**config.mk**
```make
export PLATFORM = sky130hd
export DESIGN_NAME = rx_fcs_check
export DESIGN_NICKNAME = d
export VERILOG_FILES = /design/src/rx_fcs_check.sv
export VERILOG_INCLUDE_DIRS = /design/src
export SDC_FILE = /design/constraint.sdc
export NUM_CORES = 1
export LEC_CHECK = 0
export BUFFER_PORTS_ARGS = -buffer_cell sky130_fd_sc_hd__buf_2
export CELL_PAD_IN_SITES_DETAIL_PLACEMENT = 1
export CELL_PAD_IN_SITES_GLOBAL_PLACEMENT = 2
export CORE_ASPECT_RATIO = 0.8
export CORE_MARGIN = 8
export CORE_UTILIZATION = 29
export CTS_CLUSTER_SIZE = 16
export DETAILED_ROUTE_END_ITERATION = 8
export PLACE_DENSITY = 0.81
export SLEW_MARGIN = 10
export SYNTH_ARGS = -nofsm -noshare
export SYNTH_HDL_FRONTEND = slang
export SYNTH_SLANG_ARGS = --single-unit
export TNS_END_PERCENT = 100
```
**constraint.sdc**
```tcl
create_clock -name clk -period 1.86 [get_ports clk]
set_input_delay 0.186 -clock clk [delete_from_list [all_inputs] [get_ports clk]]
set_output_delay 0.186 -clock clk [all_outputs]
set_load 0.1 [all_outputs]
```
**src/rx_mac_consts.svh**
```systemverilog
`ifndef RX_MAC_CONSTS_SVH
`define RX_MAC_CONSTS_SVH

`default_nettype none

// frame buffer geometry
`define RX_ADDR_W 9
`define RX_DEPTH 512

// destination accepted by every station
`define RX_BCAST_ADDR 8'h2a

// crc-8 generator x^8+x^2+x+1, msb first
`define RX_CRC_POLY 8'h07

`default_nettype wire

`endif

```
**src/rx_fcs_check.sv**
```systemverilog
`include "rx_mac_consts.svh"
`timescale 1ns/1ns
`default_nettype none

module rx_fcs_check (
    input  logic       clk,
    input  logic       rst,
    input  logic       clear,
    input  logic       byte_valid,
    input  logic [7:0] byte_data,
    output logic [7:0] fcs
);

    logic [7:0] base;

    // one byte folded in, msb first, eight shift steps unrolled
    function automatic logic [7:0] crc8_step(input logic [7:0] crc, input logic [7:0] d);
        logic [7:0] c;
        logic       fb;
        c = crc;
        for (int i = 7; i >= 0; i--) begin
            fb = c[7] ^ d[i];
            c  = {c[6:0], 1'b0};
            if (fb) begin
                c = c ^ `RX_CRC_POLY;
            end
        end
        return c;
    endfunction

    // clear and first byte may land in the same cycle
    assign base = clear ? 8'h00 : fcs;

    always_ff @(posedge clk) begin
        if (rst) begin
            fcs <= 8'h00;
        end else if (byte_valid) begin
            fcs <= crc8_step(base, byte_data);
        end else begin
            fcs <= base;
        end
    end

endmodule

`default_nettype wire

```
==> flow_summary.html, run 1 <==
<table>
<tr><th>Metric</th><th>Value</th></tr>
<tr><th colspan="2">Outcome</th></tr>
<tr><td>Status</td><td>completed</td></tr>
<tr><th colspan="2">CTS</th></tr>
<tr><td># Post-CTS Setup Buffers</td><td>0</td></tr>
<tr><td>Number of resized instances in the post-cts repair step</td><td>0</td></tr>
<tr><td>TritonCTS Sinks</td><td>8</td></tr>
<tr><td>Clock Root Buffer</td><td>clkbuf_4</td></tr>
<tr><td>H-tree levels</td><td>1</td></tr>
<tr><td>Worst-Skew Late Latency</td><td>0.25 ns</td></tr>
<tr><td>Clock tree buffer depth</td><td>2</td></tr>
<tr><td>Clock tree from TritonCTS</td><td>built</td></tr>
<tr><td>Clock-pin slew of the registers on the worst-case setup and hold paths</td><td>0.05 ns</td></tr>
<tr><td>Number of CTS-inserted buffers</td><td>3</td></tr>
<tr><td>CTS Hold Buffers Added</td><td>0</td></tr>
<tr><th colspan="2">Worst setup path</th></tr>
<tr><td>Crit start category</td><td>register</td></tr>
<tr><td>Delay-heaviest family, CP</td><td>XOR/XNOR gates</td></tr>
<tr><td>Data arrival time of the worst path</td><td>1.84 ns</td></tr>
<tr><td>Maximum single-stage delay on the critical path</td><td>0.39 ns</td></tr>
<tr><td>Critical Path Fanout Max</td><td>3</td></tr>
<tr><td>Buffers and inverters on the worst path</td><td>0</td></tr>
<tr><td>Kind of end point of the critical path</td><td>register</td></tr>
<tr><td>Classification of the worst setup path</td><td>reg -&gt; reg</td></tr>
<tr><td>Chain of cells forming the critical path</td><td>xnor2_1 -&gt; nor2_4 -&gt; xnor3_1 -&gt; mux2i_1 -&gt; mux2_1</td></tr>
<tr><td>Slowest stage cell on the critical path</td><td>xnor3_1</td></tr>
<tr><td>Critical Path RT</td><td>2.00 ns</td></tr>
<tr><td>Worst-case register-to-register setup slack</td><td>0.16 ns</td></tr>
<tr><th colspan="2">Synthesis</th></tr>
<tr><td>Sequential fraction of the synthesis area</td><td>25.0%</td></tr>
<tr><td>Avg Cell Area, Syn</td><td>9.86 um^2</td></tr>
<tr><td>Library cell with the largest summed area after synthesis</td><td>dfxtp_1</td></tr>
<tr><td>Top cells by area in the synthesized netlist</td><td>dfxtp_1 25%, xnor3_1 18%, xnor2_1 14%, and3_1 3.9%, xor3_1 3.7%</td></tr>
<tr><td>Synth Register Bits</td><td>8</td></tr>
<tr><td>Number of instances in the synthesized netlist</td><td>65</td></tr>
<tr><td>Warnings from Yosys</td><td>0</td></tr>
<tr><td>Top cell type's share of synthesized area</td><td>25.0%</td></tr>
<tr><td>Mapped cell area</td><td>641 um^2</td></tr>
<tr><td>Net count after synthesis</td><td>77</td></tr>
<tr><td>Library cells used by synthesis</td><td>26</td></tr>
<tr><th colspan="2">Place</th></tr>
<tr><td>Worst setup slack before clock tree synthesis</td><td>0.205 ns</td></tr>
<tr><td>Final Wtd Congestion</td><td>0.719</td></tr>
<tr><td>Count of buffers from port buffering</td><td>19</td></tr>
<tr><td>Placed wire-length estimate</td><td>1320 um</td></tr>
<tr><td>Area after DPL</td><td>776 um^2</td></tr>
<tr><th colspan="2">STA</th></tr>
<tr><td>Total negative setup slack</td><td>0 ns</td></tr>
<tr><td>F_max</td><td>588 MHz</td></tr>
<tr><td>Final setup skew</td><td>0.000332 ns</td></tr>
<tr><td>Post-route worst setup slack</td><td>0.158 ns</td></tr>
<tr><td>Final Max Slew Viols</td><td>0</td></tr>
<tr><td>Setup violation total in the final timing report</td><td>0</td></tr>
<tr><td>Headroom to the max-slew limit</td><td>67.6%</td></tr>
<tr><td>Final-report hold violation count</td><td>0</td></tr>
<tr><td>Final period util</td><td>91.5%</td></tr>
<tr><td>Worst-margin pin slew</td><td>0.489 ns</td></tr>
<tr><td>RSZ-0062 raised after global routing</td><td>false</td></tr>
<tr><td>Worst Hold Margin</td><td>0.171 ns</td></tr>
<tr><td>Time the worst path needs with I/O delays and setup</td><td>1.70 ns</td></tr>
<tr><th colspan="2">Die</th></tr>
<tr><td>Horizontal extent of the die</td><td>68.5 um</td></tr>
<tr><td>Effective utilization at floorplan</td><td>30.2%</td></tr>
<tr><td>Placeable core area</td><td>2120 um^2</td></tr>
<tr><td>Placement Rows</td><td>15</td></tr>
<tr><td>Number of top-level pins</td><td>20</td></tr>
<tr><td>Die Span Y</td><td>58.0 um</td></tr>
<tr><td>Overall die area</td><td>3980 um^2</td></tr>
<tr><th colspan="2">Detailed routing</th></tr>
<tr><td>Remaining design rule violation count</td><td>0</td></tr>
<tr><td>Metal-1 WL</td><td>745 um</td></tr>
<tr><td>Top layer used by detailed routing</td><td>met4</td></tr>
<tr><td>Drt pass-1 iters</td><td>4</td></tr>
<tr><td>Total length of routed met3 wires</td><td>162 um</td></tr>
<tr><td>Antenna-violating nets left</td><td>0</td></tr>
<tr><td>Post-Route WL</td><td>1640 um</td></tr>
<tr><td>Starting DRT DRC Count</td><td>8</td></tr>
<tr><td>Met2 wirelength from detailed routing</td><td>697 um</td></tr>
<tr><td>Vias after detailed routing</td><td>531</td></tr>
<tr><td>Per-cell via count in the routed design</td><td>4.74</td></tr>
<tr><td>Average routed wire per standard cell</td><td>14.7 um</td></tr>
<tr><th colspan="2">Global route</th></tr>
<tr><td>Remaining global-route overflow</td><td>0</td></tr>
<tr><td>Number of antenna violations at the first check in global routing</td><td>0</td></tr>
<tr><td>Global-route wire length before repair</td><td>2690 um</td></tr>
<tr><td>Total track usage</td><td>9.21%</td></tr>
<tr><td>Via count of the first global-routing pass</td><td>586</td></tr>
<tr><td>Maximum number of pins on one net before global-route repair</td><td>9</td></tr>
<tr><th colspan="2">Layout</th></tr>
<tr><td>Final Cell Area</td><td>798 um^2</td></tr>
<tr><td>Registers with the most flip-flops</td><td>fcs (8)</td></tr>
<tr><td>Most frequent standard cell in the layout excluding fill and tap cells</td><td>buf_2</td></tr>
<tr><td>Share of the core filled with cells in the final layout</td><td>37.6%</td></tr>
<tr><td>Number of nets in the layout</td><td>101</td></tr>
<tr><td>Most used cells in the layout excluding fill and tap cells</td><td>19 x buf_2, 10 x xnor2_1, 7 x dfxtp_2</td></tr>
<tr><td>Largest register FFs</td><td>8</td></tr>
<tr><td>Inserted Diodes</td><td>0</td></tr>
<tr><td>Post-synthesis to final-layout area growth</td><td>24.6%</td></tr>
<tr><td>Most flops, register</td><td>fcs</td></tr>
<tr><td>Number of inserted filler cells in the final layout</td><td>274</td></tr>
<tr><td>Layout cell share with drive strength beyond 1</td><td>37.9%</td></tr>
<tr><th colspan="2">Flow run</th></tr>
<tr><td>Maxcap violations</td><td>0</td></tr>
<tr><th colspan="2">Hold path</th></tr>
<tr><td>Hold crit path type</td><td>in -&gt; reg</td></tr>
<tr><th colspan="2">Power and ir drop</th></tr>
<tr><td>Worst vdd ir</td><td>472 uV</td></tr>
<tr><td>Total leakage power</td><td>0.000387 uW</td></tr>
<tr><td>Power Dens Cells</td><td>1020 nW/um^2</td></tr>
</table>
==> Yosys cell counts <==
| library cell | number |
|---|---|
| xor2_1 | 2 |
| nor2_4 | 1 |
| and2_1 | 1 |
| a21oi_1 | 4 |
| and3_1 | 4 |
| xnor3_1 | 5 |
| xnor2_1 | 10 |
| a211oi_1 | 1 |
| inv_1 | 3 |
| or2_0 | 1 |
| xor3_1 | 1 |
| o21a_1 | 3 |
| mux2i_1 | 1 |
| or3_1 | 1 |
| o21ai_1 | 1 |
| o21ai_0 | 2 |
| a31oi_1 | 1 |
| nor2b_2 | 1 |
| nand2_1 | 3 |
| dfxtp_1 | 8 |
| nor2b_1 | 2 |
| nand2b_1 | 1 |
| nor2_2 | 1 |
| mux2_1 | 1 |
| xnor2_2 | 1 |
| nor2_1 | 5 |
==> cell families after synthesis <==
group	share of synthesized area, %
buffers and inverters	1.76
AND/OR/NAND/NOR	18.6
flip-flops	25.0
XOR/XNOR	40.2
multiplexers	3.32
AO/OA/AOI/OAI	11.1
==> per-layer routing <==
layer / up-vias / GRT usage (%)
met1: 241 / 10.9
met2: 18 / 13.9
met3: 5 / 3.27
met4: 0 / 5.25
li1: 267 / -
met5: - / 0
==> stage by stage <==
stage          instances  total power, uW
4_1_cts              112              828
5_1_grt              112              863
6_report             112              810
3_5_place_dp         109              684
2_1_floorplan         65              603
3_3_place_gp         109              679
==> area by class of cell <==
| cell class | count | area [um^2] | share of cell area, % |
|---|---|---|---|
| Tap cell | 25 | 31.3 | 3.92 |
| Multi-Input combinational cell | 54 | 469 | 58.8 |
| Timing Repair Buffer | 19 | 95.1 | 11.9 |
| Sequential cell | 8 | 169 | 21.2 |
| Inverter | 3 | 11.3 | 1.41 |
| Clock buffer | 3 | 22.5 | 2.82 |
==> worst register-to-register path, delay by kind of cell, from the launching register on <==
kind / cells / cell delay [ns]
and+or+nand+nor: 1 / 0.06
DFF: 1 / 0.33
xor gates and xnor gates: 2 / 0.65
muxes: 2 / 0.55
==> power breakdown <==
part / internal [uW] / switching (uW)
Combinational: 163 / 293
Clock: 73.9 / 60.2
Sequential: 200 / 20.2
Total: 437 / 373
==> path summary, 6_finish.rpt <==
kind / from / cells after the start / to
worst max-delay path: fcs[1] / 5 / fcs[3]
worst min-delay path: rst / 2 / fcs[6]
worst max register to register: fcs[1] / 5 / fcs[3]
worst min register to register: fcs[6] / 3 / fcs[6]
Power figures use the tool's default switching activity.
==> run 2, diff against run 1 <==
--- a/config.mk
+++ b/config.mk
@@ -15,6 +15,7 @@
 export CTS_CLUSTER_SIZE = 16
 export DETAILED_ROUTE_END_ITERATION = 8
 export PLACE_DENSITY = 0.81
+export SKIP_CTS_REPAIR_TIMING = 1
 export SLEW_MARGIN = 10
 export SYNTH_ARGS = -nofsm -noshare
 export SYNTH_HDL_FRONTEND = slang
==> constraint.sdc (replaced) <==
create_clock -name clk -period 1.74 [get_ports clk]
set_input_delay 0.174 -clock clk [delete_from_list [all_inputs] [get_ports clk]]
set_output_delay 0.174 -clock clk [all_outputs]
set_load 0.1 [all_outputs]
==> run 2 against run 1 <==
Final cell count up 0.89%; critical endpoint unchanged; highest routed layer is now met3; utilization up 1.1 points; critical path depth unchanged.
==> flow_summary.html, run 2 (same netlist as run 1, synthesis figures left out) <==
<table>
<tr><th>Metric</th><th>Value</th></tr>
<tr><th colspan="2">Outcome</th></tr>
<tr><td>Status</td><td>completed</td></tr>
<tr><th colspan="2">STA</th></tr>
<tr><td>F_max</td><td>601 MHz</td></tr>
<tr><td>Setup violation total in the final timing report</td><td>0</td></tr>
<tr><td>Final Max Slew Viols</td><td>0</td></tr>
<tr><td>Final-report hold violation count</td><td>0</td></tr>
<tr><td>Final setup skew</td><td>0.00612 ns</td></tr>
<tr><td>Worst-margin pin slew</td><td>0.489 ns</td></tr>
<tr><td>Final period util</td><td>95.7%</td></tr>
<tr><td>Total negative setup slack</td><td>0 ns</td></tr>
<tr><td>Time the worst path needs with I/O delays and setup</td><td>1.67 ns</td></tr>
<tr><td>Headroom to the max-slew limit</td><td>67.6%</td></tr>
<tr><td>Post-route worst setup slack</td><td>0.0748 ns</td></tr>
<tr><th colspan="2">Die</th></tr>
<tr><td>Placeable core area</td><td>2120 um^2</td></tr>
<tr><td>Effective utilization at floorplan</td><td>30.2%</td></tr>
<tr><td>Number of top-level pins</td><td>20</td></tr>
<tr><td>Horizontal extent of the die</td><td>68.5 um</td></tr>
<tr><td>Overall die area</td><td>3980 um^2</td></tr>
<tr><td>Die Span Y</td><td>58.0 um</td></tr>
<tr><td>Placement Rows</td><td>15</td></tr>
<tr><th colspan="2">CTS</th></tr>
<tr><td>TritonCTS Sinks</td><td>8</td></tr>
<tr><td>Number of CTS-inserted buffers</td><td>3</td></tr>
<tr><td>Clock Root Buffer</td><td>clkbuf_4</td></tr>
<tr><td>H-tree levels</td><td>1</td></tr>
<tr><td>Clock-pin slew of the registers on the worst-case setup and hold paths</td><td>0.07 ns</td></tr>
<tr><td>Clock tree buffer depth</td><td>2</td></tr>
<tr><td>Worst-Skew Late Latency</td><td>0.26 ns</td></tr>
<tr><td>Clock tree from TritonCTS</td><td>built</td></tr>
<tr><th colspan="2">Global route</th></tr>
<tr><td>Global routing's busiest layer</td><td>met2</td></tr>
<tr><td>Maximum number of pins on one net before global-route repair</td><td>9</td></tr>
<tr><td>Met2 routing resource usage after global routing</td><td>14.7%</td></tr>
<tr><td>Global-route wire length before repair</td><td>2760 um</td></tr>
<tr><td>Met1 track demand over resource</td><td>11.5%</td></tr>
<tr><td>Via count of the first global-routing pass</td><td>551</td></tr>
<tr><td>Total track usage</td><td>9.25%</td></tr>
<tr><td>Number of antenna violations at the first check in global routing</td><td>0</td></tr>
<tr><td>Remaining global-route overflow</td><td>0</td></tr>
<tr><td>Routing usage on met3</td><td>3.46%</td></tr>
<tr><th colspan="2">Detailed routing</th></tr>
<tr><td>Post-Route WL</td><td>1720 um</td></tr>
<tr><td>Starting DRT DRC Count</td><td>13</td></tr>
<tr><td>Remaining design rule violation count</td><td>0</td></tr>
<tr><td>Vias after detailed routing</td><td>535</td></tr>
<tr><td>Antenna-violating nets left</td><td>0</td></tr>
<tr><td>Drt pass-1 iters</td><td>3</td></tr>
<tr><td>Average routed wire per standard cell</td><td>15.2 um</td></tr>
<tr><td>Per-cell via count in the routed design</td><td>4.73</td></tr>
<tr><th colspan="2">Worst setup path</th></tr>
<tr><td>Data arrival time of the worst path</td><td>1.81 ns</td></tr>
<tr><td>Crit start category</td><td>register</td></tr>
<tr><td>Worst r2r src</td><td>fcs[1]</td></tr>
<tr><td>Kind of end point of the critical path</td><td>register</td></tr>
<tr><td>Critical Path Fanout Max</td><td>3</td></tr>
<tr><td>Critical Path RT</td><td>1.89 ns</td></tr>
<tr><td>Origin of the worst setup path</td><td>fcs[1]</td></tr>
<tr><td>Classification of the worst setup path</td><td>reg -&gt; reg</td></tr>
<tr><th colspan="2">Layout</th></tr>
<tr><td>Number of inserted filler cells in the final layout</td><td>258</td></tr>
<tr><td>Registers with the most flip-flops</td><td>fcs (8)</td></tr>
<tr><td>Number of nets in the layout</td><td>101</td></tr>
<tr><td>Most used cells in the layout excluding fill and tap cells</td><td>19 x buf_2, 9 x xnor2_1, 5 x xnor3_1, 5 x nor2_1</td></tr>
<tr><td>Most flops, register</td><td>fcs</td></tr>
<tr><td>Footprint of the flip-flops and latches</td><td>180 um^2</td></tr>
<tr><td>Layout cell share with drive strength beyond 1</td><td>39.8%</td></tr>
<tr><td>Largest register FFs</td><td>8</td></tr>
<tr><td>Most frequent standard cell in the layout excluding fill and tap cells</td><td>buf_2</td></tr>
<tr><td>Post-synthesis to final-layout area growth</td><td>28.1%</td></tr>
<tr><td>Footprint of the multi-input gates</td><td>477 um^2</td></tr>
<tr><td>Inserted Diodes</td><td>0</td></tr>
<tr><th colspan="2">Place</th></tr>
<tr><td>Final Wtd Congestion</td><td>0.698</td></tr>
<tr><td>Placed wire-length estimate</td><td>1350 um</td></tr>
<tr><td>Worst setup slack before clock tree synthesis</td><td>0.0609 ns</td></tr>
<tr><td>Count of buffers from port buffering</td><td>19</td></tr>
<tr><th colspan="2">Hold path</th></tr>
<tr><td>Worst Hold Launch</td><td>rst</td></tr>
<tr><td>Hold crit path type</td><td>in -&gt; reg</td></tr>
<tr><th colspan="2">Power and ir drop</th></tr>
<tr><td>Total leakage power</td><td>0.000393 uW</td></tr>
<tr><td>Power, Total</td><td>897 uW</td></tr>
<tr><td>Worst vdd ir</td><td>422 uV</td></tr>
<tr><td>Power Dens Cells</td><td>1090 nW/um^2</td></tr>
<tr><th colspan="2">Flow run</th></tr>
<tr><td>Maxcap violations</td><td>0</td></tr>
</table>
[run 2: cell count changes in the layout (fill, tap and decap cells not counted), sizes merged]
| cell | delta |
|---|---|
| clkbuf | +1 |
[run 2: path summary, 6_finish.rpt]
path	slack (ns)	depth (start not counted)	endpoint
setup / recovery	0.07	5	fcs[3]
hold / removal	0.15	2	fcs[1]
setup reg to reg	0.07	5	fcs[3]
hold reg to reg	0.58	3	fcs[6]
[run 2: worst max-delay path, cell delays in order (launching register included)]
cell and delay, ns:
dfxtp_4 0.36, xnor2_2 0.21, nor2_4 0.06, xnor3_1 0.38, mux2i_1 0.21, mux2_1 0.34
[run 2: through the flow]
stage | instances | hold WS, ns | instance area, um^2 | utilization [%]
3_5_place_dp | 109 | 0.421 | 787 | 37.1
5_1_grt | 113 | 0.147 | 821 | 38.7
3_3_place_gp | 109 | 0.418 | 787 | 37.1
4_1_cts | 113 | 0.147 | 813 | 38.3
2_1_floorplan | 65 | 0.236 | 661 | -
6_report | 113 | 0.147 | 821 | 38.7
[run 2: cell type report]
cell class | count | share of cell area (%)
well taps | 25 | 3.81
flip-flops and latches | 8 | 22.0
inverters | 3 | 1.37
multi-input cells | 54 | 58.1
repair buffers | 19 | 11.6
clock buffers | 4 | 3.20
[run 2: where the power goes]
| part | internal [uW] | switching [uW] |
|---|---|---|
| combinational | 178 | 315 |
| clock | 88.4 | 75.6 |
| sequential | 215 | 24.9 |
| total | 481 | 415 |
[run 2: per-layer routing]
layer  wire (um)  vias up
li1            -      270
met1         740      249
met2         812       16
met3         163        0
met4           0        0
met5           0        -
