**src/rx_mac_consts.svh**
```systemverilog
`ifndef RX_MAC_CONSTS_SVH
`define RX_MAC_CONSTS_SVH

`default_nettype none

// frame buffer geometry
`define RX_ADDR_W 9
`define RX_DEPTH 512

// destination accepted by every station
`define RX_BCAST_ADDR 8'h2a

// crc-8 generator x^8+x^2+x+1, msb first
`define RX_CRC_POLY 8'h07

`default_nettype wire

`endif

```
**src/rx_mac_pkg.sv**
```systemverilog
`default_nettype none

package rx_mac_pkg;

    // values carried in the third frame byte
    typedef enum logic [7:0] {
        // plain data, fcs ignored
        FT_DATA        = 8'd0,
        // data, fcs must be good
        FT_DATA_FCS    = 8'd1,
        // data that asks the sender for an ack
        FT_DATA_ACKREQ = 8'd2,
        // ack from the far end, never delivered
        FT_ACK         = 8'd3
    } frame_type_e;

endpackage

`default_nettype wire

```
**src/rx_buf_if.sv**
```systemverilog
`include "rx_mac_consts.svh"
`timescale 1ns/1ns
`default_nettype none

interface rx_buf_if;

    // write port
    logic                  write_en;
    logic [`RX_ADDR_W-1:0] write_address;
    logic [7:0]            write_data;

    // registered read port
    logic                  read_en;
    logic [`RX_ADDR_W-1:0] read_address;
    logic [7:0]            read_data;

    modport ctrl (
        output write_en, write_address, write_data,
        output read_en, read_address,
        input  read_data
    );

    modport mem (
        input  write_en, write_address, write_data,
        input  read_en, read_address,
        output read_data
    );

endinterface

`default_nettype wire

```
**src/rcv_controller.sv**
```systemverilog
`include "rx_mac_consts.svh"
`timescale 1ns/1ns
`default_nettype none

module rcv_controller
    import rx_mac_pkg::*;
(
    input  logic       clk,
    input  logic       rst,
    input  logic       valid,
    input  logic       cardet,
    input  logic       rrdy,
    input  logic [7:0] data_rcvr,
    input  logic [7:0] mac,
    rx_buf_if.ctrl     fbuf,
    input  logic [7:0] fcs,
    output logic       crc_clear,
    output logic       crc_valid,
    output logic [7:0] crc_data,
    output logic       rvalid,
    output logic       ack_needed,
    output logic       ack_received,
    output logic [7:0] rdata,
    output logic [7:0] rerrcount
);

    typedef enum logic [2:0] {IDLE, WRITE, TYPE_REQ, TYPE_DEC, LOAD, SHOW} state_t;

    localparam logic [`RX_ADDR_W:0]   DEPTH     = (`RX_ADDR_W+1)'(`RX_DEPTH);
    localparam logic [`RX_ADDR_W:0]   MIN_LEN   = (`RX_ADDR_W+1)'(4);
    localparam logic [`RX_ADDR_W-1:0] TYPE_ADDR = (`RX_ADDR_W)'(2);

    state_t state, next;

    // stored byte count and delivery pointer, one bit wider than the address
    logic [`RX_ADDR_W:0] len;
    logic [`RX_ADDR_W:0] rd_ptr;

    logic        is_bcast;
    logic        skip;
    logic        addr_ok;
    logic        take_first;
    logic        take_byte;
    logic        store_byte;
    logic        fcs_good;
    logic        deliver;
    logic        rerr_inc;
    frame_type_e ftype;

    assign addr_ok    = (data_rcvr == mac) || (data_rcvr == `RX_BCAST_ADDR);
    assign take_first = (state == IDLE) && valid && cardet && !skip && addr_ok;
    assign take_byte  = (state == WRITE) && valid && cardet;
    // bytes past the end of the buffer still go through the crc
    assign store_byte = take_byte && (len != DEPTH);
    assign fcs_good   = (fcs == 8'h00);
    assign ftype      = frame_type_e'(fbuf.read_data);

    // type rules, read_data holds the type byte in TYPE_DEC
    always_comb begin
        deliver      = 1'b0;
        rerr_inc     = 1'b0;
        ack_needed   = 1'b0;
        ack_received = 1'b0;
        if (state == TYPE_DEC && len >= MIN_LEN) begin
            case (ftype)
                FT_DATA: deliver = 1'b1;
                FT_DATA_FCS: begin
                    if (fcs_good) begin
                        deliver = 1'b1;
                    end else begin
                        rerr_inc = 1'b1;
                    end
                end
                FT_DATA_ACKREQ: begin
                    if (fcs_good) begin
                        deliver    = 1'b1;
                        ack_needed = !is_bcast;
                    end else begin
                        rerr_inc = 1'b1;
                    end
                end
                FT_ACK: begin
                    if (fcs_good) begin
                        ack_received = 1'b1;
                    end else begin
                        rerr_inc = 1'b1;
                    end
                end
                // unknown types are dropped quietly
                default: ;
            endcase
        end
    end

    always_comb begin
        next = state;
        case (state)
            IDLE:     if (take_first) next = WRITE;
            WRITE:    if (!cardet) next = TYPE_REQ;
            TYPE_REQ: next = TYPE_DEC;
            TYPE_DEC: next = deliver ? LOAD : IDLE;
            LOAD:     next = SHOW;
            SHOW: begin
                if (rrdy) begin
                    next = (rd_ptr + 1'b1 == len) ? IDLE : LOAD;
                end
            end
            default:  next = IDLE;
        endcase
    end

    always_ff @(posedge clk) begin
        if (rst) begin
            state     <= IDLE;
            len       <= '0;
            rd_ptr    <= '0;
            is_bcast  <= 1'b0;
            rerrcount <= 8'h00;
        end else begin
            state <= next;
            if (take_first) begin
                len      <= (`RX_ADDR_W+1)'(1);
                is_bcast <= (data_rcvr == `RX_BCAST_ADDR);
            end else if (store_byte) begin
                len <= len + 1'b1;
            end
            if (state == TYPE_DEC) begin
                rd_ptr <= '0;
            end else if (state == SHOW && rrdy) begin
                rd_ptr <= rd_ptr + 1'b1;
            end
            if (rerr_inc) begin
                rerrcount <= rerrcount + 8'h01;
            end
        end
    end

    // ignore the rest of a frame that was rejected or began while busy
    always_ff @(posedge clk) begin
        if (rst || !cardet) begin
            skip <= 1'b0;
        end else if (state != IDLE && state != WRITE) begin
            skip <= 1'b1;
        end else if (state == IDLE && valid && !addr_ok) begin
            skip <= 1'b1;
        end
    end

    assign fbuf.write_en      = take_first || store_byte;
    assign fbuf.write_address = take_first ? '0 : len[`RX_ADDR_W-1:0];
    assign fbuf.write_data    = data_rcvr;
    assign fbuf.read_en       = (state == TYPE_REQ) || (state == LOAD);
    assign fbuf.read_address  = (state == TYPE_REQ) ? TYPE_ADDR : rd_ptr[`RX_ADDR_W-1:0];

    assign crc_clear = (state == IDLE);
    assign crc_valid = take_first || take_byte;
    assign crc_data  = data_rcvr;

    assign rvalid = (state == SHOW);
    assign rdata  = fbuf.read_data;

endmodule

`default_nettype wire

```
**src/flat_wrapper.sv**
```systemverilog
// flat-port wrapper written by rule: the top's interface ports become plain ports
module rcv_controller_flat import rx_mac_pkg::*;
  (clk, rst, valid, cardet, rrdy, data_rcvr, mac, fcs, crc_clear, crc_valid, crc_data, rvalid, ack_needed, ack_received, rdata, rerrcount, fbuf_write_en, fbuf_write_address, fbuf_write_data, fbuf_read_en, fbuf_read_address, fbuf_read_data);
  rx_buf_if fbuf_i ();
  input  logic clk;
  input  logic rst;
  input  logic valid;
  input  logic cardet;
  input  logic rrdy;
  input  logic [7:0] data_rcvr;
  input  logic [7:0] mac;
  input  logic [7:0] fcs;
  output logic crc_clear;
  output logic crc_valid;
  output logic [7:0] crc_data;
  output logic rvalid;
  output logic ack_needed;
  output logic ack_received;
  output logic [7:0] rdata;
  output logic [7:0] rerrcount;
  output wire logic [$bits(fbuf_i.write_en)-1:0] fbuf_write_en;
  output wire logic [$bits(fbuf_i.write_address)-1:0] fbuf_write_address;
  output wire logic [$bits(fbuf_i.write_data)-1:0] fbuf_write_data;
  output wire logic [$bits(fbuf_i.read_en)-1:0] fbuf_read_en;
  output wire logic [$bits(fbuf_i.read_address)-1:0] fbuf_read_address;
  input wire logic [$bits(fbuf_i.read_data)-1:0] fbuf_read_data;
  assign fbuf_write_en = fbuf_i.write_en;
  assign fbuf_write_address = fbuf_i.write_address;
  assign fbuf_write_data = fbuf_i.write_data;
  assign fbuf_read_en = fbuf_i.read_en;
  assign fbuf_read_address = fbuf_i.read_address;
  assign fbuf_i.read_data = fbuf_read_data;
  rcv_controller u_core (.clk(clk), .rst(rst), .valid(valid), .cardet(cardet), .rrdy(rrdy), .data_rcvr(data_rcvr), .mac(mac), .fbuf(fbuf_i), .fcs(fcs), .crc_clear(crc_clear), .crc_valid(crc_valid), .crc_data(crc_data), .rvalid(rvalid), .ack_needed(ack_needed), .ack_received(ack_received), .rdata(rdata), .rerrcount(rerrcount));
endmodule
```
**config.mk**
```make
export PLATFORM = sky130hd
export DESIGN_NAME = rcv_controller_flat
export DESIGN_NICKNAME = d
export VERILOG_FILES = /design/src/rx_mac_pkg.sv /design/src/rx_buf_if.sv /design/src/rcv_controller.sv /design/src/flat_wrapper.sv
export VERILOG_INCLUDE_DIRS = /design/src
export SDC_FILE = /design/constraint.sdc
export NUM_CORES = 1
export LEC_CHECK = 0
export BUFFER_PORTS_ARGS = -buffer_cell sky130_fd_sc_hd__buf_2
export CELL_PAD_IN_SITES_DETAIL_PLACEMENT = 1
export CELL_PAD_IN_SITES_GLOBAL_PLACEMENT = 2
export CORE_MARGIN = 5
export CORE_UTILIZATION = 24
export DETAILED_ROUTE_END_ITERATION = 8
export PLACE_DENSITY = 0.72
export SKIP_CTS_REPAIR_TIMING = 1
export SYNTH_ARGS = -nofsm -noshare
export SYNTH_HDL_FRONTEND = slang
export SYNTH_SLANG_ARGS = --single-unit
```
**constraint.sdc**
```tcl
create_clock -name clk -period 6.3 [get_ports clk]
set_clock_uncertainty 0.05 [all_clocks]
set_input_delay 0.315 -clock clk [delete_from_list [all_inputs] [get_ports clk]]
set_output_delay 0.315 -clock clk [all_outputs]
set_load 0.01 [all_outputs]
```
==> results of run 1 <==
[power by group through the flow]
stage	registers (mW)	logic [mW]	clock network, mW
2_1_floorplan	0.214	0.0285	0
3_3_place_gp	0.214	0.0437	0
3_5_place_dp	0.214	0.0441	0
4_1_cts	0.209	0.0443	0.169
5_1_grt	0.209	0.0483	0.177
6_report	0.209	0.0432	0.160
[metal layers]
layer,track usage (%),share of wire (%)
met5,0,0
met4,2.46,0.81
met3,3.17,5.3
met2,21.3,48
met1,14.0,45
[state kept, by name, summed over array words and instances (netlist names)]
name              flops
u_core.len           10
u_core.rerrcount      8
u_core.skip           1
u_core.rd_ptr        10
u_core.is_bcast       1
u_core.state          3
[logic make-up (layout without fill, tap and decap cells)]
logic type	count (synthesis)	count (layout)	synth area share, %
multiplexers	2	2	0.821
adder cells (fa/ha/maj)	5	5	2.46
flip-flops	33	33	27.1
buffers and inverters	49	110	11.4
AND/OR/NAND/NOR	147	147	34.7
AO/OA/AOI/OAI	37	37	9.18
XOR/XNOR	40	40	14.4
[cell usage in the layout (no fill, tap or decap), types with 3 or more instances in the layout]
master	count
and2_1	12
nand2b_1	5
o31ai_1	4
o21ai_0	8
and3_1	3
inv_1	9
nand3_1	12
nor4_1	5
dfxtp_1	33
ha_1	4
a21oi_1	15
or3_1	6
or4_1	5
nor3_1	17
nor2_1	27
xnor2_1	15
clkbuf_8	5
nor2b_1	8
buf_2	93
nand2_1	14
xor2_1	25
and4_1	3
nand4_1	14
[critical path, stage by stage, from the launching register on]
cell     delay, ps
dfxtp_1        460
nor4_1         420
nand3_1        210
nor2_1         700
nor2_1          90
buf_2          180
[worst min-delay path by stage]
stage,endpoint,depth (start not counted)
2_1_floorplan,u_core.skip$_SDFFE_PP0P_,1
3_3_place_gp,u_core.rerrcount[7]$_SDFFE_PP0P_,2
3_5_place_dp,u_core.rerrcount[7]$_SDFFE_PP0P_,2
4_1_cts,u_core.is_bcast$_SDFFE_PP0P_,3
5_1_grt,u_core.is_bcast$_SDFFE_PP0P_,3
6_report,u_core.is_bcast$_SDFFE_PP0P_,3
[final cells by class]
type | count | area, um2
clock buffer | 6 | 72.6
clock inverter | 2 | 10.0
fill | 1211 | 6960
inverter | 9 | 33.8
multi-input combinational | 231 | 1500
sequential | 33 | 661
tap | 133 | 166
timing repair buffer | 93 | 465
[metrics by stage]
stage	total power [mW]	utilization [%]	worst slack [ps]
global placement	0.258	28.7	3870
detailed placement	0.258	28.7	3790
finish	0.413	29.5	3590
floorplan	0.242	-	4300
CTS	0.423	29.5	3530
global route	0.435	29.5	3350
==> reports/qor.txt, run 1 <==
starting density of the core -> 24.7%
htree depth -> 2
reg2reg end -> u_core.state[2]$_SDFFE_PP0P_
gpl congestion -> 0.785
CTS tree -> built
Setup Crit Path Kind -> flip-flop to output port
Fmax -> 368 MHz
Worst Path Required -> 5930 ps
Hold Path Origin -> valid
GR Util All Layers -> 11.8%
PortBufs -> 93
WL final -> 7290 um
detailed placement HPWL -> 5830 um
dpl cells -> 499
largest net degree at the start of global routing -> 25
Cell Int Power -> 305 uW
crit path from -> u_core.state[2]$_SDFFE_PP0P_
Final Setup Violations -> 0
CP Capture Point -> fbuf_write_address[6]
wire per inst -> 14.4 um
Mapped Area -> 2440 um2
Clock Latency Late Sink -> 290 ps
total grt overflow -> 0
Max-cap violations -> 0
#FFs+latches synth -> 33
post-route antenna net violation count -> 0
CP Capture Type -> output port
width of the die -> 111 um
sequential share of power -> 50.8%
ys async rst share -> 0%
area fraction of the dominant cell type after synthesis -> 27.1%
clock transition at the registers of the reported paths -> 80 ps
area leader, netlist -> dfxtp_1
Design Area, Final -> 2910 um2
Startpoint Class -> flip-flop
chip height -> 111 um
Layout area overhead -> 19.3%
combinational share of power -> 10.5%
DRT iter0 DRCs -> 63
commonest cells in the netlist -> dfxtp_1 (33), nor2_1 (27), buf_4 (25), xor2_1 (25), nor3_1 (17)
# rows -> 36
Worst VDD drop -> 0.0000728 V
clk sink count -> 33
Synth cell types -> 44
DRC viols -> 0
global-route wire length before repair -> 12,300 um
total CTS buffers -> 5
post-synthesis cell count -> 313
fin crit period -> 2710 ps
IO Count -> 94
status -> finished clean
Clock Tree Buf Depth -> 2
leakage power -> 1.25 nW
Final Hold Vio Count -> 0
Clk pwr share -> 38.8%
worst min-delay path class -> input pin to flip-flop
Layout Nets -> 414
RSZ-0062 raised after global routing -> no
FF-to-FF path depth -> 6
clk root buf -> clkbuf_8
final std cells w/o fill -> 507
Synthesis Warnings -> 0
via count -> 2,370
worst slew pin tran -> 1170 ps
sw frac -> 26.1%
cell with the most instances after synthesis -> dfxtp_1
CP Max Fanout -> 14
NetSw -> 108 uW
vias in the first global route -> 2,500
Via-to-Cell Ratio -> 4.67
Post-synth EDFFs -> 0
Die Area -> 12,300 um2
initial antenna violation count -> 0
P per Cell Area -> 142 nW/um2
Core Area -> 9860 um2
synthesized area per cell -> 7.79 um2
Max Slew Vio Count -> 0
sequential element share of the synthesized area -> 27.1%
Main synth FF type -> dfxtp_1
syn nets -> 354
Data arrival, critical path -> 2350 ps
Reg-to-Reg Start -> u_core.rd_ptr[0]$_SDFFE_PP0P_
Worst slew margin -> 21.8%
Post-Route Setup TNS -> 0 ps
Initial DRT Pass Iterations -> 4
worst hold margin -> 271 ps
ratio of cells with drive above 1 in the final layout -> 28.6%
Placement Cell Area -> 2830 um2
ranking of synthesized cells by area -> dfxtp_1 (27%), xor2_1 (9.0%), buf_4 (7.7%)
n_diodes -> 0
FF-to-FF setup slack -> 3930 ps
period utilization -> 43.1%
Note: power is estimated with default switching activity, not from simulation.
==> run 2: changes to the inputs <==
- clock period: 6.3 -> 2.7 ns (I/O delays scaled with it)
==> run 2 against run 1 <==
Net effect: die area did not move; register-to-register slack got worse by 3400 ps; core utilization rose by 0.57 points; clock-buffer cell count rose by 1; sequential cell count did not move; critical endpoint is now fbuf_write_en.
==> reports/qor.txt, run 2 (synthesized netlist as in run 1, its figures left out) <==
status -> finished clean
htree depth -> 2 (unchanged)
Setup Crit Path Kind -> flip-flop to output port
Core Area -> 9860 um2 (unchanged)
P per Cell Area -> 365 nW/um2 (+160%)
IO Count -> 94 (unchanged)
via count -> 2,415 (+1.9%)
global-route wire length before repair -> 12,200 um (-0.51%)
Clock Tree Buf Depth -> 2 (unchanged)
most frequent cells in the layout -> buf_2 (93), dfxtp_1 (33), nor2_1 (27)
vias in the first global route -> 2,501 (+0.040%)
final std cells w/o fill -> 510 (+0.59%)
Initial DRT Pass Iterations -> 4 (unchanged)
gpl congestion -> 0.860 (+9.6%)
clk sink count -> 33 (unchanged)
grt met1 use -> 13.8% (-0.14 points)
Clock Latency Late Sink -> 280 ps (about the same)
n_diodes -> 0 (unchanged)
worst slew pin tran -> 606 ps (-566 ps)
Layout Nets -> 417 (+0.72%)
total CTS buffers -> 5 (unchanged)
Final Hold Vio Count -> 0 (unchanged)
Layout area overhead -> 21.6%
worst min-delay path class -> input pin to flip-flop
FILL cells -> 1,240 (+2.4%)
dpl cells -> 502 (+0.60%)
Startpoint Class -> flip-flop
CTS tree -> built
wire per inst -> 14.5 um (+1.1%)
Worst slew margin -> 59.4% (+38 points)
ratio of cells with drive above 1 in the final layout -> 29.2% (+0.57 points)
clock transition at the registers of the reported paths -> 70 ps (about the same)
commonest non-fill, non-tap cell in the layout -> buf_2
Post-Route Setup TNS -> 0 ps (unchanged)
# rows -> 36 (unchanged)
RSZ-0062 raised after global routing -> no
total grt overflow -> 0 (unchanged)
routing usage on met3 -> 4.09% (+0.93 points)
detailed placement HPWL -> 5880 um (+0.78%)
chip height -> 111 um (unchanged)
Data arrival, critical path -> 2090 ps (-260 ps)
DRT iter0 DRCs -> 83 (+32%)
starting density of the core -> 24.7% (unchanged)
initial antenna violation count -> 0 (unchanged)
FF-to-FF setup slack -> 510 ps (-3420 ps)
clk root buf -> clkbuf_8
Max Slew Vio Count -> 0 (unchanged)
WL final -> 7420 um (+1.7%)
CP Capture Type -> output port
GR Util All Layers -> 11.8% (-0.048 points)
period utilization -> 84.4%
largest net degree at the start of global routing -> 25 (unchanged)
post-route antenna net violation count -> 0 (unchanged)
Largest regs -> u_core.len: 10 flops, u_core.rd_ptr: 10 flops, u_core.rerrcount: 8 flops
Max-cap violations -> 0 (unchanged)
Final Setup Violations -> 0 (unchanged)
fin crit period -> 2280 ps
leakage power -> 1.28 nW (+2.4%)
met2 usage -> 20.6% (-0.73 points)
Worst Path Required -> 2520 ps (-3410 ps)
width of the die -> 111 um (unchanged)
Worst VDD drop -> 0.000161 V (+120%)
Fmax -> 439 MHz
GRT busiest layer -> met2
DRC viols -> 0 (unchanged)
Via-to-Cell Ratio -> 4.74 (+1.3%)
Die Area -> 12,300 um2 (unchanged)
PortBufs -> 93 (unchanged)
CP Max Fanout -> 11 (-3)
-- run 2: changes by cell type in the layout (fill, tap and decap cells not counted) --
cell       change
buf_4          +3
clkinv_2       -2
bufinv_16      +1
clkbuf_8       +1
-- run 2: layout make-up --
cell class / instances / area, um2 / area share [%]
clock inverter: 1 / 30.0 / 1.01
multi-input combinational: 231 / 1500 / 50.6
timing repair buffer: 96 / 488 / 16.5
tap: 133 / 166 / 5.61
sequential: 33 / 661 / 22.3
clock buffer: 7 / 86.3 / 2.91
inverter: 9 / 33.8 / 1.14
-- run 2: metrics by stage --
stage               total power, mW  worst slack (ps)  hold slack, ps  util, %  cell area [um2]
floorplan                     0.566               696             161        -             2440
global placement              0.602               595             395     28.9             2850
detailed placement            0.603               514             393     28.9             2850
CTS                            1.10               394            90.6     30.1             2970
global route                   1.13               276            94.9     30.1             2970
finish                         1.08               421             105     30.1             2970
-- run 2: metal layers --
metal / part of all wire [%] / routed length, um
met1: 43 / 3200
met2: 49 / 3640
met3: 6.9 / 510
met4: 0.85 / 63
met5: 0 / 0
-- run 2: worst max-delay path, cell delays in order (launching register included) --
cell and delay (ps):
dfxtp_1 450, nor4_1 450, nand4_1 430, nand2_1 280, nand2_1 60, buf_2 140
-- run 2: power breakdown --
group | internal [mW] | switching, mW | leakage (nW) | total [mW]
Sequential | 0.488 | 0.00109 | 0.266 | 0.489
Combinational | 0.0450 | 0.0558 | 0.960 | 0.101
Clock | 0.301 | 0.191 | 0.0585 | 0.492
-- run 2: worst paths after layout --
check                                                    from                            to  cells past startpoint
worst max-delay path               u_core.len[2]$_SDFFE_PP0P_                 fbuf_write_en                      5
worst min-delay path                                    valid  u_core.is_bcast$_SDFFE_PP0P_                      3
worst max register to register  u_core.rd_ptr[0]$_SDFFE_PP0P_  u_core.state[2]$_SDFFE_PP0P_                      6
worst min register to register   u_core.is_bcast$_SDFFE_PP0P_  u_core.is_bcast$_SDFFE_PP0P_                      2
==> run 3: changes to the inputs <==
- clock period: 2.7 -> 2.3 ns (I/O delays scaled with it)
==> run 3 against run 2 <==
Net effect: via count grew 1.6%; core utilization rose by 0.90 points; setup slack worse by 240 ps; cell count is 2.7% higher; critical path depth is the same; non-clock buffer count up 15; combinational power up 19%; sequential share of layout area shrank 0.65 points; sequential cell count is the same; first-iteration DRC count rose by 1.2%; die area unchanged.
==> reports/qor.txt, run 3 (synthesized netlist as in run 1, its figures left out) <==
Clock Latency Late Sink -> 290 ps (about the same)
DRT iter0 DRCs -> 84 (+1.2%)
IO Count -> 94 (unchanged)
most frequent cells in the layout -> buf_2 (93), dfxtp_1 (33), nor2_1 (27)
PortBufs -> 93 (unchanged)
n_diodes -> 0 (unchanged)
crit-path cells -> nor4_2 -> nand3_1 -> or2_2 -> and2_1 -> buf_2
chip height -> 111 um (unchanged)
Clock Tree Buf Depth -> 2 (unchanged)
fin crit period -> 2120 ps
initial antenna violation count -> 0 (unchanged)
Post-Route Setup TNS -> 0 ps (unchanged)
Power, Total -> 1.15 mW (+6.7%)
Final Hold Vio Count -> 0 (unchanged)
status -> finished clean
# rows -> 36 (unchanged)
total CTS buffers -> 5 (unchanged)
Core Area -> 9860 um2 (unchanged)
Worst Path Required -> 2130 ps (-390 ps)
Worst slew margin -> 66.8% (+7.4 points)
total grt overflow -> 0 (unchanged)
clk root buf -> clkbuf_8
htree depth -> 2 (unchanged)
Fmax -> 472 MHz
post-route antenna net violation count -> 0 (unchanged)
worst slew pin tran -> 499 ps (-107 ps)
clock transition at the registers of the reported paths -> 70 ps (about the same)
CTS tree -> built
ratio of cells with drive above 1 in the final layout -> 32.0% (+2.8 points)
DRC viols -> 0 (unchanged)
reg2reg end -> u_core.state[2]$_SDFFE_PP0P_
critical path's largest stage delay -> 420 ps (-30 ps)
Data arrival, critical path -> 1950 ps (-140 ps)
P per Cell Area -> 378 nW/um2 (+3.6%)
Placement Cell Area -> 2940 um2 (+3.2%)
WL final -> 7780 um (+4.9%)
FF-to-FF path depth -> 6 (unchanged)
leakage power -> 1.35 nW (+4.8%)
starting density of the core -> 24.7% (unchanged)
clk sink count -> 33 (unchanged)
Worst VDD drop -> 0.000182 V (+13%)
Largest regs -> u_core.len: 10 flops, u_core.rd_ptr: 10 flops, u_core.rerrcount: 8 flops
Worst Hold Path Cells -> 3 (unchanged)
RSZ-0062 raised after global routing -> no
largest net degree at the start of global routing -> 25 (unchanged)
Startpoint Class -> flip-flop
Final Setup Violations -> 0 (unchanged)
CP Max Fanout -> 10 (-1)
Initial DRT Pass Iterations -> 4 (unchanged)
Design Area, Final -> 3050 um2 (+3.0%)
Hold Path Origin -> valid
period utilization -> 92.2%
GR Util All Layers -> 12.3% (+0.53 points)
wire per inst -> 14.8 um (+2.1%)
Setup Crit Path Kind -> flip-flop to output port
width of the die -> 111 um (unchanged)
hold endpoint -> u_core.is_bcast$_SDFFE_PP0P_
worst min-delay path class -> input pin to flip-flop
vias in the first global route -> 2,510 (+0.36%)
Die Area -> 12,300 um2 (unchanged)
FF-to-FF setup slack -> 320 ps (-190 ps)
Max-cap violations -> 0 (unchanged)
global-route wire length before repair -> 12,700 um (+3.8%)
Layout area overhead -> 25.2%
Reg-to-Reg Start -> u_core.rd_ptr[1]$_SDFFE_PP0P_
Layout Nets -> 432 (+3.6%)
Via-to-Cell Ratio -> 4.68 (-1.1%)
CP max-delay cell -> or2_2
via count -> 2,453 (+1.6%)
CP Capture Type -> output port
gpl congestion -> 0.819 (-4.8%)
Max Slew Vio Count -> 0 (unchanged)
detailed placement HPWL -> 6180 um (+5.0%)
commonest non-fill, non-tap cell in the layout -> buf_2
==> run 3: how the worst max path moves through the flow <==
stage | start | end | slack (ps) | cells past startpoint
2_1_floorplan | u_core.rd_ptr[1]$_SDFFE_PP0P_ | u_core.state[2]$_SDFFE_PP0P_ | 300 | 7
3_3_place_gp | fbuf_read_data[3] | u_core.rerrcount[5]$_SDFFE_PP0P_ | 360 | 6
3_5_place_dp | fbuf_read_data[3] | u_core.rerrcount[6]$_SDFFE_PP0P_ | 330 | 7
4_1_cts | u_core.state[2]$_SDFFE_PP0P_ | fbuf_write_address[8] | 50 | 5
5_1_grt | u_core.state[2]$_SDFFE_PP0P_ | fbuf_write_address[8] | 30 | 5
6_report | u_core.state[2]$_SDFFE_PP0P_ | fbuf_write_address[8] | 180 | 5
==> run 3: cell type report <==
class / instances / area [um2]
Clock buffer: 7 / 86.3
Fill cell: 1251 / 6810
Inverter: 9 / 33.8
Multi-Input combinational cell: 231 / 1510
Sequential cell: 33 / 661
Tap cell: 133 / 166
Timing Repair Buffer: 111 / 601
==> run 3: per-stage QoR <==
step | worst slack, ps | instances | hold slack (ps) | utilization (%)
CTS | 48.4 | 521 | 64.9 | 30.7
floorplan | 296 | 313 | 141 | -
finish | 180 | 524 | 78.8 | 31.0
detailed placement | 331 | 514 | 374 | 29.8
global route | 30.8 | 524 | 79.2 | 31.0
global placement | 355 | 514 | 372 | 29.8
==> run 3: report_power, final <==
group | total, mW | switching (mW) | internal (mW)
Sequential | 0.574 | 0.00134 | 0.572
Clock | 0.460 | 0.222 | 0.238
Combinational | 0.120 | 0.0662 | 0.0535
==> run 3: routing by layer <==
| layer | wire length (um) | GRT usage [%] | vias to the layer above |
|---|---|---|---|
| met5 | 0 | 0 | - |
| met4 | 74 | 2.79 | 0 |
| li1 | - | - | 1225 |
| met3 | 473 | 3.44 | 7 |
| met1 | 3470 | 15.2 | 1155 |
| met2 | 3760 | 21.2 | 66 |
==> run 3: worst max-delay path, delay by kind of cell (launching register included) <==
| family | cells | cell delay, ps |
|---|---|---|
| simple gates | 4 | 1150 |
| flops | 1 | 380 |
| buf+inv | 1 | 130 |
